===== config.mk =====
export PLATFORM = sky130hd
export DESIGN_NAME = ex2Top
export DESIGN_NICKNAME = d
export VERILOG_FILES = /design/src/common/ex2Pkg.sv /design/src/common/ex2If.sv /design/src/hdl/ex2/ex2Stage.sv /design/src/hdl/ex2/memAccess.sv /design/src/hdl/ex2/mulUnit.sv /design/src/hdl/ex2Top.sv
export VERILOG_INCLUDE_DIRS = /design/src /design/src/common
export SDC_FILE = /design/constraint.sdc
export NUM_CORES = 1
export LEC_CHECK = 0
export BUFFER_PORTS_ARGS = -buffer_cell sky130_fd_sc_hd__buf_2
export CORE_MARGIN = 3
export CORE_UTILIZATION = 49
export DETAILED_ROUTE_END_ITERATION = 6
export HOLD_SLACK_MARGIN = 0.03
export PLACE_DENSITY = 0.85
export SKIP_LAST_GASP = 1
export SYNTH_ARGS = -nofsm -noshare
export SYNTH_HDL_FRONTEND = slang
export SYNTH_SLANG_ARGS = --single-unit

===== constraint.sdc =====
create_clock -name clock -period 10.1 [get_ports clock]
set_input_delay 1.515 -clock clock [delete_from_list [all_inputs] [get_ports clock]]
set_output_delay 1.515 -clock clock [all_outputs]
set_load 0.1 [all_outputs]

===== src/common/ex2_defs.svh =====
// ==============================
// EX2 shared parameters
// Widths, reserved ids and fixed
// latencies for the second execute
// stage and its helpers
// ==============================

`ifndef EX2_DEFS_SVH
`define EX2_DEFS_SVH

// Datapath width of the core
`define EX2_XLEN 64

// Register id width and the id that discards writes
`define EX2_RIDW 6
`define EX2_ZZR 0

// Held cycles for a SLEEP micro-op
`define EX2_SLEEPCYC 15

// Multiplier operand width, product is twice this
`define EX2_MULW 32

`endif


===== src/common/ex2Pkg.sv =====
// ==============================
// EX2 types
// Micro-op codes seen by EX2 and
// the multiplier FSM states
// ==============================

package ex2Pkg;

	// Micro-op handed over from EX1
	typedef enum logic [2:0] {
		UcNop   = 3'd0,	// Bubble
		UcAlu   = 3'd1,	// EX1 result plus T
		UcCmp   = 3'd2,	// T only
		UcMul   = 3'd3,	// 32x32 unsigned
		UcLoad  = 3'd4,	// 64-bit load
		UcStore = 3'd5,	// 64-bit store
		UcSleep = 3'd6	// Fixed stall
	} uCmd;

	// Shift-add multiplier sequencing
	typedef enum logic [1:0] {
		MulIdle = 2'd0,	// Waiting for start
		MulRun  = 2'd1,	// One bit per clock
		MulDone = 2'd2	// Product valid, done high
	} mulState;

endpackage


===== src/common/ex2If.sv =====
// ==============================
// EX2 helper ports
// Stage side starts an operation,
// unit side answers with done and
// the result
// ==============================

`timescale 1ns/1ps
`include "ex2_defs.svh"

// Stage to memory-access unit
interface memPortIf;
	logic                 start;	// One-cycle request
	logic                 store;	// High for a write
	logic [`EX2_XLEN-1:0] addr;
	logic [`EX2_XLEN-1:0] storeData;
	logic                 done;	// One-cycle completion
	logic [`EX2_XLEN-1:0] loadData;

	modport stage (output start, store, addr, storeData, input done, loadData);
	modport unit (input start, store, addr, storeData, output done, loadData);
endinterface

// Stage to multiplier
interface mulPortIf;
	logic                 start;
	logic [`EX2_MULW-1:0] opA;
	logic [`EX2_MULW-1:0] opB;
	logic                 done;	// Product valid this cycle
	logic [`EX2_XLEN-1:0] product;

	modport stage (output start, opA, opB, input done, product);
	modport unit (input start, opA, opB, output done, product);
endinterface


===== src/hdl/ex2/ex2Stage.sv =====
// ==============================
// ex2Stage
// Second execute stage. Decodes
// the micro-op, drives the helpers,
// raises hold and registers the
// write-back and the T flag
// ==============================

`timescale 1ns/1ps
`include "ex2_defs.svh"

module ex2Stage (
	input  logic                 clock,
	input  logic                 arstN,
	input  logic                 opValid,
	input  logic                 braFlush,
	input  logic                 aluSrT,
	input  ex2Pkg::uCmd          opCmd,
	input  logic [`EX2_RIDW-1:0] regIdRn,
	input  logic [`EX2_XLEN-1:0] regValRs,
	input  logic [`EX2_XLEN-1:0] regValRt,
	input  logic [`EX2_XLEN-1:0] regValRm,
	input  logic [`EX2_XLEN-1:0] aluRes,
	output logic                 hold,
	output logic                 regValid2,
	output logic                 srT,
	output logic [`EX2_RIDW-1:0] regIdRn2,
	output logic [`EX2_XLEN-1:0] regValRn2,
	memPortIf.stage              mem,
	mulPortIf.stage              mul
);

	import ex2Pkg::*;

	localparam int SleepW = $clog2(`EX2_SLEEPCYC + 1);
	localparam logic [SleepW-1:0] SleepLen = SleepW'(`EX2_SLEEPCYC);
	localparam logic [`EX2_RIDW-1:0] ZeroReg = `EX2_RIDW'(`EX2_ZZR);

	logic                 live;	// Op present and not cancelled
	logic                 busy;	// Helper already started for this op
	logic [SleepW-1:0]    sleepCnt;
	logic                 writes;	// Op produces a register result
	logic                 setsT;
	logic [`EX2_XLEN-1:0] wbVal;
	logic                 accept;
	logic                 wbEn;

	assign live = opValid && !braFlush;

	// Decode
	always_comb begin
		hold   = 1'b0;
		writes = 1'b0;
		setsT  = 1'b0;
		wbVal  = aluRes;	// ALU result forwarded by default
		case (opCmd)
			UcAlu: begin
				writes = 1'b1;
				setsT  = 1'b1;
			end
			UcCmp: setsT = 1'b1;	// Flag only
			UcMul: begin
				hold   = !mul.done;
				writes = 1'b1;
				wbVal  = mul.product;
			end
			UcLoad: begin
				hold   = !mem.done;
				writes = 1'b1;
				wbVal  = mem.loadData;
			end
			UcStore: hold = !mem.done;
			UcSleep: hold = (sleepCnt != SleepLen);
			default: ;	// Nop
		endcase
		if (!live)
			hold = 1'b0;	// Flushed or empty slot never stalls
	end

	// Helper requests, one start per op
	assign mul.start = live && !busy && (opCmd == UcMul);
	assign mul.opA   = regValRs[`EX2_MULW-1:0];
	assign mul.opB   = regValRt[`EX2_MULW-1:0];

	assign mem.start     = live && !busy && (opCmd == UcLoad || opCmd == UcStore);
	assign mem.store     = (opCmd == UcStore);
	assign mem.addr      = regValRs + regValRt;	// Base plus index
	assign mem.storeData = regValRm;

	assign accept = opValid && !hold;
	assign wbEn   = accept && !braFlush && writes && (regIdRn != ZeroReg);

	always_ff @(posedge clock or negedge arstN) begin
		if (!arstN) begin
			busy      <= 1'b0;
			sleepCnt  <= '0;
			regValid2 <= 1'b0;
			regIdRn2  <= ZeroReg;
			srT       <= 1'b0;
		end else begin
			busy <= hold;	// Clears on the accepting edge
			if (hold && opCmd == UcSleep)
				sleepCnt <= sleepCnt + 1'b1;
			else
				sleepCnt <= '0;
			regValid2 <= wbEn;
			regIdRn2  <= wbEn ? regIdRn : ZeroReg;
			if (accept && !braFlush && setsT)
				srT <= aluSrT;
		end
	end

	always_ff @(posedge clock)
		regValRn2 <= wbVal;	// Qualified by regValid2

	// EX1 keeps the held op in place
	aHoldStable: assert property (@(posedge clock) disable iff (!arstN)
		hold |=> opValid && $stable(opCmd) && $stable(regIdRn));

endmodule


===== src/hdl/ex2/memAccess.sv =====
// ==============================
// memAccess
// Wishbone classic master, one
// 64-bit load or store per start
// ==============================

`timescale 1ns/1ps
`include "ex2_defs.svh"

module memAccess (
	input  logic                 clock,
	input  logic                 arstN,
	memPortIf.unit               mem,
	output logic                 busCyc,
	output logic                 busStb,
	output logic                 busWe,
	output logic [`EX2_XLEN-1:0] busAdr,
	output logic [`EX2_XLEN-1:0] busDatWr,
	input  logic [`EX2_XLEN-1:0] busDatRd,
	input  logic                 busAck
);

	logic                 ackSeen;	// Slave accepted the open cycle
	logic                 doneQ;
	logic [`EX2_XLEN-1:0] rdData;

	assign ackSeen = busStb && busAck;

	// Cycle control
	always_ff @(posedge clock or negedge arstN) begin
		if (!arstN) begin
			busCyc <= 1'b0;
			busStb <= 1'b0;
			busWe  <= 1'b0;
			doneQ  <= 1'b0;
		end else begin
			doneQ <= 1'b0;	// Pulse only
			if (mem.start) begin
				busCyc <= 1'b1;	// cyc and stb rise together
				busStb <= 1'b1;
				busWe  <= mem.store;
			end else if (ackSeen) begin
				busCyc <= 1'b0;	// Drop the clock after ack
				busStb <= 1'b0;
				doneQ  <= 1'b1;
			end
		end
	end

	// Request payload and captured read data
	always_ff @(posedge clock) begin
		if (mem.start) begin
			busAdr   <= mem.addr;
			busDatWr <= mem.storeData;
		end
		if (ackSeen && !busWe)
			rdData <= busDatRd;	// Read data valid on the ack clock
	end

	assign mem.done     = doneQ;
	assign mem.loadData = rdData;

	// Slave acks only an open strobe
	aAckInCycle: assert property (@(posedge clock) disable iff (!arstN)
		busAck |-> busCyc && busStb);

	// Stage must wait for done before the next request
	aNoStartOpen: assert property (@(posedge clock) disable iff (!arstN)
		mem.start |-> !busCyc);

endmodule


===== src/hdl/ex2/mulUnit.sv =====
// ==============================
// mulUnit
// Iterative shift-add multiplier
// 32x32 unsigned to 64 bits
// ==============================

`timescale 1ns/1ps
`include "ex2_defs.svh"

module mulUnit (
	input  logic clock,
	input  logic arstN,
	mulPortIf.unit mul
);

	import ex2Pkg::*;

	localparam int CntW = $clog2(`EX2_MULW);
	localparam logic [CntW-1:0] LastStep = CntW'(`EX2_MULW - 1);

	mulState              state;
	logic [CntW-1:0]      stepCnt;	// Multiplier bit in progress
	logic [`EX2_XLEN-1:0] acc;	// Partial product
	logic [`EX2_XLEN-1:0] mcand;	// Multiplicand, shifts left
	logic [`EX2_MULW-1:0] mplr;	// Multiplier, shifts right

	// Sequencing, MULW run cycles then one done cycle
	always_ff @(posedge clock or negedge arstN) begin
		if (!arstN) begin
			state   <= MulIdle;
			stepCnt <= '0;
		end else begin
			case (state)
				MulIdle: begin
					if (mul.start) begin
						state   <= MulRun;
						stepCnt <= '0;
					end
				end
				MulRun: begin
					stepCnt <= stepCnt + 1'b1;
					if (stepCnt == LastStep)
						state <= MulDone;
				end
				MulDone: state <= MulIdle;	// Single done cycle
				default: state <= MulIdle;
			endcase
		end
	end

	// Datapath
	always_ff @(posedge clock) begin
		if (state == MulIdle && mul.start) begin
			acc   <= '0;
			mcand <= `EX2_XLEN'(mul.opA);	// Zero extend
			mplr  <= mul.opB;
		end else if (state == MulRun) begin
			if (mplr[0])
				acc <= acc + mcand;
			mcand <= mcand << 1;
			mplr  <= mplr >> 1;
		end
	end

	assign mul.done    = (state == MulDone);
	assign mul.product = acc;	// Held until the next start

	// Stage must not restart a busy multiplier
	aStartIdle: assert property (@(posedge clock) disable iff (!arstN)
		mul.start |-> state == MulIdle);

endmodule


===== src/hdl/ex2Top.sv =====
// ==============================
// ex2Top
// EX2 stage with its memory and
// multiply helpers on plain ports
// ==============================

`timescale 1ns/1ps
`include "ex2_defs.svh"

module ex2Top (
	input  logic                 clock,
	input  logic                 arstN,
	input  logic                 opValid,
	input  ex2Pkg::uCmd          opCmd,
	input  logic [`EX2_RIDW-1:0] regIdRn,
	input  logic [`EX2_XLEN-1:0] regValRs,
	input  logic [`EX2_XLEN-1:0] regValRt,
	input  logic [`EX2_XLEN-1:0] regValRm,
	input  logic [`EX2_XLEN-1:0] aluRes,
	input  logic                 aluSrT,
	input  logic                 braFlush,
	output logic                 hold,
	output logic                 regValid2,
	output logic [`EX2_RIDW-1:0] regIdRn2,
	output logic [`EX2_XLEN-1:0] regValRn2,
	output logic                 srT,
	output logic                 busCyc,
	output logic                 busStb,
	output logic                 busWe,
	output logic [`EX2_XLEN-1:0] busAdr,
	output logic [`EX2_XLEN-1:0] busDatWr,
	input  logic [`EX2_XLEN-1:0] busDatRd,
	input  logic                 busAck
);

	memPortIf memPort ();
	mulPortIf mulPort ();

	// Decode, hold and write-back
	ex2Stage stage0 (
		.clock     (clock),
		.arstN     (arstN),
		.opValid   (opValid),
		.braFlush  (braFlush),
		.aluSrT    (aluSrT),
		.opCmd     (opCmd),
		.regIdRn   (regIdRn),
		.regValRs  (regValRs),
		.regValRt  (regValRt),
		.regValRm  (regValRm),
		.aluRes    (aluRes),
		.hold      (hold),
		.regValid2 (regValid2),
		.srT       (srT),
		.regIdRn2  (regIdRn2),
		.regValRn2 (regValRn2),
		.mem       (memPort.stage),
		.mul       (mulPort.stage)
	);

	memAccess mem0 (
		.clock    (clock),
		.arstN    (arstN),
		.mem      (memPort.unit),
		.busCyc   (busCyc),
		.busStb   (busStb),
		.busWe    (busWe),
		.busAdr   (busAdr),
		.busDatWr (busDatWr),
		.busDatRd (busDatRd),
		.busAck   (busAck)
	);

	mulUnit mul0 (
		.clock (clock),
		.arstN (arstN),
		.mul   (mulPort.unit)
	);

endmodule


# [Word-level counts from Yosys, hierarchy flattened]
# Index checks and enable logic that the tools add are counted.
[word_totals] register_bits=439 inputBits=335
[op_classes] n_addsub=4 eq_ne=12 mux=20 reduce_logical=31
[ops] cell="adder 64 bit" n=2
[ops] cell="two-way mux 32 bit" n=4
[ops] cell="case mux 64 bit (2 select lines)" n=1
[ops] cell="logical AND 1 bit" n=13
[ops] cell="case mux 5 bit (2 select lines)" n=1
[ops] cell="equality test 3 bit, second input constant" n=3
[ops] cell="two-way mux 1 bit" n=7
[ops] cell="equality test 3 x 2 -> 1 bit, second input constant" n=2
[ops] cell="zero test 1 bit" n=6
[ops] cell="two-way mux 6 bit" n=1
[ops] cell="AND reduction 2 bit" n=3
[ops] cell="nonzero test 2 bit" n=3
[ops] cell="nonzero test 6 bit" n=1
[ops] cell="adder 5 x 1 -> 5 bit, second input constant" n=1
[ops] cell="equality test 5 bit, second input constant" n=1
[ops] cell="two-way mux 5 bit" n=1
[ops] cell="adder 4 x 1 -> 4 bit, second input constant" n=1
[ops] cell="two-way mux 2 bit" n=2
[ops] cell="two-way mux 4 bit" n=1
[ops] cell="inequality test 2 x 1 -> 1 bit, second input constant" n=2
[ops] cell="inequality test 4 bit, second input constant" n=1
[ops] cell="case mux 2 bit (2 select lines)" n=1
[ops] cell="OR reduction 2 bit" n=2
[ops] cell="equality test 3 x 1 -> 1 bit, second input constant" n=1
[ops] cell="6 further kinds" n=6

# [Logic depth before layout (Yosys ltp)]
# Gate-level depths: netlist (run 1).
[logic_depth] ltp_word=10 depth_mapped=13 mapped_depth_nobuf=13

# [Modules after synthesis]
# From an unflattened synthesis (run 1), not the netlist that was laid out.
[unflattened] hier_cells=2387 hier_area_um2=23338.6
[modules_own_cells] mod="mulUnit" instances=1 cells_per_inst=1170 area_each_um2=9770.6 seq_area_each_um2=4018.9
[modules_own_cells] mod="ex2Stage" instances=1 cells_per_inst=1015 area_each_um2=7681.1 seq_area_each_um2=1606.5
[modules_own_cells] mod="memAccess" instances=1 cells_per_inst=202 area_each_um2=5886.9 seq_area_each_um2=5840.6

# [Worst setup path after synthesis (run 1)]
# Ideal clock, no wire load.
[synth_path] path_type="input -> register" startpoint="input port opValid" endpoint="register mem0.busWe" setup_time_ps=110 t_arrival_ps=11765 slack_ps=-1776 cell_stages=4 n_path_buf=0 path_cell_list="nor2b_1 > nand2_1 > nor3_1 > mux2_2"
[synth_between] elab_chain_cells=3
[synth_rtl] item="start, declared" line="ex2Top.sv:13" source="input logic opValid,"
[synth_rtl] item="logical AND 1 bit" line="ex2Stage.sv:48" source="assign live = opValid && !braFlush;"
[synth_rtl] item="logical AND 1 bit (2 in a row)" line="ex2Stage.sv:85" source="assign mem.start = live && !busy && (opCmd == UcLoad || opCmd == UcStore);"
[synth_rtl] item="net mem0.mem.start" line="ex2If.sv:21" source="modport unit (input start, store, addr, storeData, output done, loadData);"
[synth_rtl] item="end signal, assigned" line="memAccess.sv:41" source="busWe <= mem.store;"
[synth_rtl] item="end, declared" line="memAccess.sv:16" source="output logic busWe,"
# The timed path passes the listed nets, and every way through them passes these cells.
# A chain may end at the register's enable or synchronous reset.

# [Final worst setup path (run 1)]
[layout_path] startpoint="input port regValRs[0]" endpoint="register mem0.busAdr[60] (data pin)"
[layout_between] elab_chain_cells=1
[layout_rtl] item="start, declared" line="ex2Top.sv:16" source="input logic [`EX2_XLEN-1:0] regValRs,"
[layout_rtl] item="adder 64 bit" line="ex2Stage.sv:87" source="assign mem.addr = regValRs + regValRt;"
[layout_rtl] item="net mem0.mem.addr[60]" line="ex2If.sv:21"
[layout_rtl] item="end signal, assigned" line="memAccess.sv:53" source="busAdr <= mem.addr;"
[layout_rtl] item="end, declared" line="memAccess.sv:17" source="output logic [`EX2_XLEN-1:0] busAdr,"
# The timed path passes the listed nets, and every way through them passes these cells.

==> results of run 1 <==
==> path summary, 6_finish.rpt <==
kind | cells after the start | from | end | slack [ps]
max reg2reg | 13 | mul0.mcand[0] | mul0.mul.product[62] | 6000
min reg2reg | 1 | stage0.sleepCnt[0] | stage0.sleepCnt[0] | 460
min in group asynchronous | 1 | arstN | stage0.sleepCnt[3] | 930
min | 1 | stage0.sleepCnt[0] | stage0.sleepCnt[0] | 460
max | 14 | regValRs[0] | mem0.busAdr[60] | 5240
max in group asynchronous | 1 | arstN | stage0.regIdRn2[0] | 8810
==> placed cells by master, fill, tap and decap left out, types with 50 or more instances in the layout <==
cell type / count
xnor2_1: 70
nand2_1: 563
clkbuf_16: 50
o21ai_0: 88
dfxtp_1: 160
xor2_1: 52
nor2_1: 78
a21o_1: 67
a21oi_1: 219
edfxtp_1: 256
a22oi_1: 64
ha_1: 129
buf_2: 538
==> cells by family (layout without fill, tap and decap cells) <==
logic type | after synthesis | count (layout) | synth area share (%)
AND/OR/NAND/NOR | 838 | 838 | 16.07
AO/OA/AOI/OAI | 603 | 603 | 17.32
flip-flops | 439 | 439 | 51.47
buffers and inverters | 159 | 675 | 2.814
adder cells (fa/ha/maj) | 131 | 131 | 7.426
XOR/XNOR | 122 | 122 | 4.797
multiplexers | 2 | 2 | 0.1011
other | 0 | 23 | 0
==> metal layers <==
metal | global-route usage, % | part of all wire, % | wire length (um)
met5 | 0 | 0.030 | 21
met4 | 12.92 | 4.6 | 3189
met3 | 5.040 | 7.0 | 4924
met2 | 49.96 | 50 | 35030
met1 | 33.28 | 38 | 26790
==> state kept, by name, indices dropped and copies added, names as in the netlist <==
signal,flops
mem0.busWe,1
stage0.regValRn2,64
stage0.sleepCnt,4
mul0.state,2
stage0.srT,1
mem0.busAdr,64
stage0.busy,1
mul0.mcand,64
mem0.mem.loadData,64
mem0.mem.done,1
mul0.mul.product,64
stage0.regValid2,1
mem0.busDatWr,64
mem0.busCyc,1
mul0.stepCnt,5
stage0.regIdRn2,6
mul0.mplr,32
==> per-stage QoR <==
| step | utilization [%] | instances | total power [mW] | area (um2) |
|---|---|---|---|---|
| 2_1_floorplan | - | 2294 | 4.786 | 22280 |
| 3_3_place_gp | 56.93 | 3318 | 5.408 | 25400 |
| 3_5_place_dp | 56.93 | 3318 | 5.485 | 25400 |
| 4_1_cts | 60.24 | 3402 | 7.159 | 26870 |
| 5_1_grt | 60.32 | 3416 | 7.601 | 26910 |
| 6_report | 60.37 | 3425 | 7.153 | 26930 |
==> area by class of cell <==
cell class | count | area [um2] | share of cell area [%]
Tap cell | 592 | 740.7 | 2.751
Clock buffer | 63 | 1350 | 5.013
Inverter | 36 | 135.1 | 0.5018
Multi-Input combinational cell | 1696 | 10230 | 38.00
Timing Repair Buffer | 555 | 2820 | 10.47
Clock inverter | 21 | 125.1 | 0.4646
Sequential cell | 439 | 11470 | 42.58
Antenna cell | 23 | 57.56 | 0.2137
==> cell usage after synthesis (52+ instances only) <==
library cell and n:
a21o_1 67, a21oi_1 219, a22oi_1 64, clkbuf_1 101
dfxtp_1 160, edfxtp_1 256, ha_1 129, nand2_1 566
nor2_1 80, o21ai_0 88, xnor2_1 70, xor2_1 52
==> worst max-delay path: cells and delay by family <==
kind,cells,cell delay (ps)
compound gates,10,2730
fa+ha+maj,2,670
xor+xnor,1,150
buf+inv,1,110
==> power by group through the flow <==
stage                     Sequential [mW]  Combinational, mW  Clock [mW]
final                                2.58               2.92        1.65
after global routing                 2.61               3.23        1.76
after CTS                            2.58               2.89        1.69
after detailed placement             2.61               2.87           0
after global placement               2.60               2.81           0
after floorplan                      2.84               1.95           0
==> flow_summary.yaml, run 1 <==
route:
  drt-initial-drc-count: 1719
  routed_wl_um: 69950
  wl_per_cell_um: 20.42
  ant_nets: 0
  dr.pass1.iters: 6
  vias: 19480
  drc: 0
  viasPerCell: 5.688
timing:
  finClkSkew_ps: 23.16
  rsz0062_at_grt: "false"
  hold_viol_final: 0
  fin_crit_ps: 4864
  fmax_ghz: 0.2056
  timing.slew.headroom_pct: 27.86
  hold_ws_ps: 460.7
  setup_tns_ps: 0
  period_share_pct: 48.16
  worst_slew_pin_slew_ps: 1082
  finalSetupViolCount: 0
  slew_violations: 0
  setup_slack_ps: 5236
synthesis:
  yosys-top-cells-area: "edfxtp_1 35%, dfxtp_1 14%, nand2_1 9.5%"
  ys_warn_count: 0
  async_flop_share_pct: 5.239
  yosys.cell_types.count: 75
  avgSynthCellArea_um2: 9.710
  syn_inst: 2294
  synth_nets: 2760
  syn_area_mm2: 0.02228
  synth_ff_type: "edfxtp_1"
  synth_edf_count: 256
  seq_area_frac_synth_pct: 51.47
  yosysTopAreaCell: "edfxtp_1"
  yosys_register_bits: 439
  synth_top_area_share_pct: 34.51
power:
  switching_share_pct: 40.07
  power_frac_seq_pct: 36.0
  pwr-share-comb_pct: 40.8
  clock_power_share_pct: 23.1
  cellPowerDensity_mw_per_mm2: 265.6
  leakagePower_nw: 11.95
  power.switching_mw: 2.866
  vdd_drop_max_uv: 165.7
  p_int_mw: 4.287
floorplanning:
  initial_utilization_pct: 49.94
  core_mm2: 0.04461
  dieArea_mm2: 0.04805
  fp.dieW_um: 219.2
  row_count: 77
  pin_count: 539
  die_y_um: 219.2
global_route:
  grt_usage_pct: 28.19
  overflow: 0
  grt_pass1_vias: 19490
  grt_first_pass_wirelength_um: 106000
  grt_start_max_net_pins: 99
  antenna_found_initial: 25
clocking:
  cts.sink_count: 439
  post_cts_buffers: 0
  cts_buffer_depth: 3
  cts_max_level: 2
  numCtsBuffers: 47
  clock-root-buffer: "clkbuf_16"
  cts_resized: 0
  ctsHoldBuffers: 0
  tritoncts: "built"
  clk_latency_ps: 580
  clkSlewWorstSetupHoldPaths_ps: 60
worst_setup_path:
  cp_slowest_cell: "fa_1"
  path_cells: "buf_2 > ha_1 > fa_1 > a21o_1 > a311o_1 > a21oi_2 > a21oi_1 > a31oi_1 > o211ai_1 > a31oi_1 > o21ai_0 > o22ai_1 > o21ai_0 > xor2_1"
  worstPathRequired_ps: 10420
  max_stage_delay_ps: 420
  crit_path_start_kind: "input pin"
  worstSetupPathType: "in2reg"
  worstPathArrival_ps: 5190
  cp_max_fo: 4
  critPathCaptureType: "flop"
place:
  dp_worst_setup_slack_ps: 4747
  gp_congestion: 0.9629
  io_buffer_count: 538
  place_hpwl_um: 53200
job:
  max_cap_violations: 0
finish:
  final_nets: 3241
  area_growth_pct: 20.89
  drive_gt1_share_pct: 23.52
  n_fill_cell: 3721
outcome:
  status: "finished, final reports clean"
worst_hold_path:
  hold_class: "reg2reg"
(Power assumes the default switching activity.)
==> inputs of run 2 (changes only) <==
--- a/config.mk
+++ b/config.mk
@@ -8,10 +8,10 @@
 export LEC_CHECK = 0
 export BUFFER_PORTS_ARGS = -buffer_cell sky130_fd_sc_hd__buf_2
 export CORE_MARGIN = 3
-export CORE_UTILIZATION = 49
+export CORE_UTILIZATION = 54
 export DETAILED_ROUTE_END_ITERATION = 6
 export HOLD_SLACK_MARGIN = 0.03
-export PLACE_DENSITY = 0.85
+export PLACE_DENSITY = 0.88
 export SKIP_LAST_GASP = 1
 export SYNTH_ARGS = -nofsm -noshare
 export SYNTH_HDL_FRONTEND = slang
==> constraint.sdc (replaced) <==
create_clock -name clock -period 5 [get_ports clock]
set_input_delay 0.75 -clock clock [delete_from_list [all_inputs] [get_ports clock]]
set_output_delay 0.75 -clock clock [all_outputs]
set_load 0.1 [all_outputs]
==> run 2 against run 1 <==
  * First-iteration DRC count fell by 9.1%
  * Critical path depth unchanged
  * Final cell count decreased by 2.1%
  * Critical endpoint unchanged
==> flow_summary.yaml, run 2 (synthesis results as in run 1) <==
outcome:
  status: "finished, final reports clean"
global_route:
  grt_start_max_net_pins: 93
  overflow: 0
  antenna_found_initial: 12
  grt_usage_pct: 29.43
  grt.met1_usage_pct: 36.39
  grt-busiest-layer: "met2"
  grt_first_pass_wirelength_um: 103500
  use_met3_pct: 6.305
  met2_usage_pct: 51.21
  grt_pass1_vias: 19590
finish:
  fin_cells: 3352
  n_fill_cell: 3116
  final_nets: 3247
  final_cell_mix: "563 x nand2_1, 538 x buf_2, 256 x edfxtp_1, 219 x a21oi_1, 160 x dfxtp_1"
  layout_commonest_cell: "nand2_1"
  area_growth_pct: 20.83
  drive_gt1_share_pct: 23.65
clocking:
  cts_resized: 0
  tritoncts: "built"
  post_cts_buffers: 0
  numCtsBuffers: 47
  cts_buffer_depth: 3
  clock-root-buffer: "clkbuf_16"
  clkSlewWorstSetupHoldPaths_ps: 60
  cts_max_level: 2
  ctsHoldBuffers: 0
  cts.sink_count: 439
  clk_latency_ps: 590
timing:
  rsz0062_at_grt: "false"
  setup_tns_ps: 0
  hold_ws_ps: 150.5
  finalSetupViolCount: 0
  slew_violations: 0
  timing.slew.headroom_pct: 24.28
  hold_viol_final: 0
  period_share_pct: 81.31
  fin_crit_ps: 4065
  fmax_ghz: 0.2460
  worst_slew_pin_slew_ps: 1133
  finClkSkew_ps: 27.64
power:
  vdd_drop_max_uv: 345.8
  power_frac_seq_pct: 35.8
  leakagePower_nw: 12.00
  pwr-share-comb_pct: 40.8
  p_int_mw: 8.745
  cellPowerDensity_mw_per_mm2: 542.1
  switching_share_pct: 40.07
  p_total_mw: 14.59
  power.switching_mw: 5.846
  clock_power_share_pct: 23.5
route:
  drc: 0
  routed_wl_um: 66950
  vias: 19640
  ant_nets: 0
  viasPerCell: 5.859
  wl_per_cell_um: 19.97
  drt-initial-drc-count: 1562
  dr.pass1.iters: 6
place:
  place_hpwl_um: 50060
  io_buffer_count: 538
  gp_congestion: 1.007
  post-place-cells: 3257
worst_setup_path:
  critPathCaptureType: "flop"
  cp_slowest_cell: "fa_1"
  cp_num_buf_inv: 1
  worstPathRequired_ps: 5300
  worstPathArrival_ps: 4370
  cp_max_fo: 4
  critPathTopFamily: "compound AO/OA/AOI/OAI gates"
  path_cells: "buf_2 > ha_1 > fa_1 > a21o_1 > a311o_1 > a21oi_2 > a21oi_1 > a31oi_1 > o211ai_1 > a31oi_1 > o21ai_0 > o22ai_1 > o21ai_0 > xor2_1"
  max_stage_delay_ps: 420
  worstSetupPathType: "in2reg"
  crit_path_start_kind: "input pin"
floorplanning:
  die_y_um: 209.1
  initial_utilization_pct: 55.30
  pin_count: 539
  fp.dieW_um: 209.1
  core_mm2: 0.04028
  dieArea_mm2: 0.04372
  row_count: 73
job:
  max_cap_violations: 0
worst_hold_path:
  hold_class: "in2async"
run 2: area by class of cell:
type | instances | area (um2) | share of cell area (%)
Multi-Input combinational cell | 1696 | 10240 | 38.04
Inverter | 36 | 135.1 | 0.5020
Clock inverter | 18 | 156.4 | 0.5811
Sequential cell | 439 | 11470 | 42.60
Antenna cell | 7 | 17.52 | 0.06508
Tap cell | 525 | 656.9 | 2.440
Timing Repair Buffer | 561 | 2890 | 10.74
Clock buffer | 70 | 1354 | 5.030
run 2: per-layer routing:
metal  vias up  share of wire (%)
met5         -              0.072
met4         8                3.2
met3       176                8.0
met2       960                 50
met1      9287                 39
li1       9209                  -
run 2: path summary, 6_finish.rpt:
path	from	to	slack, ps	cells past startpoint
setup reg to reg	mul0.mcand[0]	mul0.mul.product[62]	1040	13
min in group clock	regValRm[6]	mem0.busDatWr[6]	330	1
max in group asynchronous	arstN	stage0.regIdRn2[3]	4500	1
setup / recovery	regValRs[0]	mem0.busAdr[60]	930	14
hold / removal	arstN	stage0.srT	150	1
hold reg to reg	mem0.mem.loadData[36]	stage0.regValRn2[36]	460	2
run 2: power by group through the flow:
stage	clock, mW	sequential [mW]	combinational, mW
final	3.42	5.22	5.95
after global routing	3.61	5.29	6.56
after CTS	3.48	5.21	5.87
after detailed placement	0	5.28	5.81
after global placement	0	5.25	5.64
after floorplan	0	5.74	3.93
run 2: metrics by stage:
stage          cell area [um2]  util, %  setup slack, ps
3_3_place_gp             25390    63.03            497.8
5_1_grt                  26910    66.82            831.7
6_report                 26920    66.82            934.7
2_1_floorplan            22290        -            308.7
3_5_place_dp             25390    63.03            458.6
4_1_cts                  26900    66.78             1033
==> inputs of run 3 (changes only) <==
==> constraint.sdc (replaced) <==
create_clock -name clock -period 3.9 [get_ports clock]
set_input_delay 0.585 -clock clock [delete_from_list [all_inputs] [get_ports clock]]
set_output_delay 0.585 -clock clock [all_outputs]
set_load 0.1 [all_outputs]
==> run 3 against run 2 <==
  * Register-to-register slack got worse by 860 ps
  * Via count barely moved
  * Setup slack got worse by 760 ps
  * Critical path depth fell by 1
  * Flip-flop and latch count did not move
  * First-iteration DRC count rose by 12%
  * Sequential share of layout area fell by 0.41 points
  * Routed wire length barely moved
  * Die area did not move
  * Non-clock buffer count rose by 29
  * Sequential power rose by 28%
  * Critical path type is now reg2reg
  * Largest power group unchanged
==> flow_summary.yaml, run 3 (synthesis results as in run 1) <==
outcome:
  status: "finished, final reports clean"
timing:
  worst_slew_pin_slew_ps: 1087
  rsz0062_at_grt: "true"
  fin_crit_ps: 3721
  finalSetupViolCount: 0
  hold_viol_final: 0
  finClkSkew_ps: 20.50
  slew_violations: 0
  timing.slew.headroom_pct: 27.29
  period_share_pct: 95.41
  setup_tns_ps: 0
  fmax_ghz: 0.2688
floorplanning:
  row_count: 73
  initial_utilization_pct: 55.30
  dieArea_mm2: 0.04372
  pin_count: 539
  die_y_um: 209.1
  core_mm2: 0.04028
  fp.dieW_um: 209.1
global_route:
  grt_usage_pct: 29.55
  grt_start_max_net_pins: 70
  grt_pass1_vias: 19770
  overflow: 0
  antenna_found_initial: 8
  grt_first_pass_wirelength_um: 104300
finish:
  drive_gt1_share_pct: 24.64
  n_fill_cell: 3113
  final_nets: 3275
  multi_input_area_mm2: 0.01029
  seqCellArea_mm2: 0.01147
  final_cell_mix: "562 x nand2_1, 538 x buf_2, 256 x edfxtp_1, 217 x a21oi_1, 160 x dfxtp_1"
  fin_cells: 3377
  area_growth_pct: 22.01
  layout_commonest_cell: "nand2_1"
  design_area_mm2: 0.02718
worst_setup_path:
  cp_max_fo: 3
  worstSetupPathType: "reg2reg"
  worstPathRequired_ps: 4330
  crit_path_start_kind: "flop"
  reg2reg_to: "mul0.mul.product[62]"
  r2r_start: "mul0.mcand[0]"
  reg2reg_depth: 13
  regToRegSetupSlack_ps: 180
  worstPathArrival_ps: 4150
  critPathCaptureType: "flop"
clocking:
  clk_latency_ps: 590
  tritoncts: "built"
  clock-root-buffer: "clkbuf_16"
  cts_max_level: 2
  numCtsBuffers: 46
  clkSlewWorstSetupHoldPaths_ps: 60
  cts.sink_count: 439
  post_cts_buffers: 0
  cts_buffer_depth: 3
route:
  wl_per_cell_um: 19.83
  drt-initial-drc-count: 1748
  routed_wl_um: 66980
  dr.pass1.iters: 6
  drc: 0
  ant_nets: 0
  viasPerCell: 5.820
  vias: 19660
job:
  max_cap_violations: 0
place:
  gp_congestion: 0.9769
  post_dp_cell_area_mm2: 0.02565
  place_hpwl_um: 51020
  io_buffer_count: 538
  post-place-cells: 3285
power:
  leakagePower_nw: 12.14
  vdd_drop_max_uv: 428.5
  cellPowerDensity_mw_per_mm2: 688.7
worst_hold_path:
  min-delay-start: "busDatRd[21]"
  hold_class: "in2reg"
  hold_depth: 1
  hold_path_end: "mem0.mem.loadData[21]"
[run 3: worst max-delay path by stage]
stage / start / endpoint / cells past startpoint
after CTS: mul0.mcand[0] / mul0.mul.product[62] / 13
after global routing: mul0.mcand[0] / mul0.mul.product[62] / 13
final: mul0.mcand[0] / mul0.mul.product[62] / 13
after detailed placement: regValRt[0] / mem0.busAdr[58] / 14
after global placement: regValRs[0] / mem0.busAdr[58] / 14
after floorplan: opValid / mem0.busWe / 4
[run 3: final cells by class]
cell class	instances	area share (%)
well taps	525	2.417
repair buffers	590	11.58
multi-input cells	1696	37.85
diodes	7	0.06445
inverters	36	0.4972
flip-flops and latches	439	42.19
clock buffers	61	4.631
clock inverters	23	0.7734
[run 3: timing repair]
| item | 4_1_cts | 5_1_grt |
|---|---|---|
| hold buffers | 1 | 0 |
| resized for setup | 1 | 6 |
| endpoints found under the setup margin | 1 | 9 |
| hold endpoints to repair | 23 | 0 |
[run 3: report_power, final]
| group | internal, mW | switching, mW |
|---|---|---|
| registers | 5.98 | 0.713 |
| logic | 2.75 | 4.94 |
| clock network | 2.48 | 1.85 |
| total | 11.2 | 7.50 |
[run 3: metrics by stage]
stage	util [%]	setup slack, ps	hold WS, ps	total power, mW
global placement	63.68	-243.9	443.4	14.08
floorplan	-	-587.4	289.4	12.39
finish	67.47	179.2	164.6	18.72
CTS	67.36	4.188	141.8	18.68
global route	67.47	-2.423	146.9	19.87
detailed placement	63.68	-281.8	462.5	14.30
[run 3: critical path, stage by stage, from the launching register on]
cell and delay (ps):
edfxtp_1 400, ha_1 280, fa_1 500, a211oi_2 280, o21ai_2 130, o2111ai_2 220, a211oi_1 140, or4b_1 550
a31o_1 260, a21oi_2 180, nor2_1 110, o31ai_2 260, xor2_1 180, o21ai_1 70
[run 3: per-layer routing]
metal / vias up / share of wire (%) / GRT usage [%]
li1: 9265 / - / -
met1: 9325 / 40 / 37.01
met4: 0 / 3.1 / 10.07
met5: - / 0 / 0
met3: 152 / 8.0 / 5.990
met2: 913 / 49 / 51.18
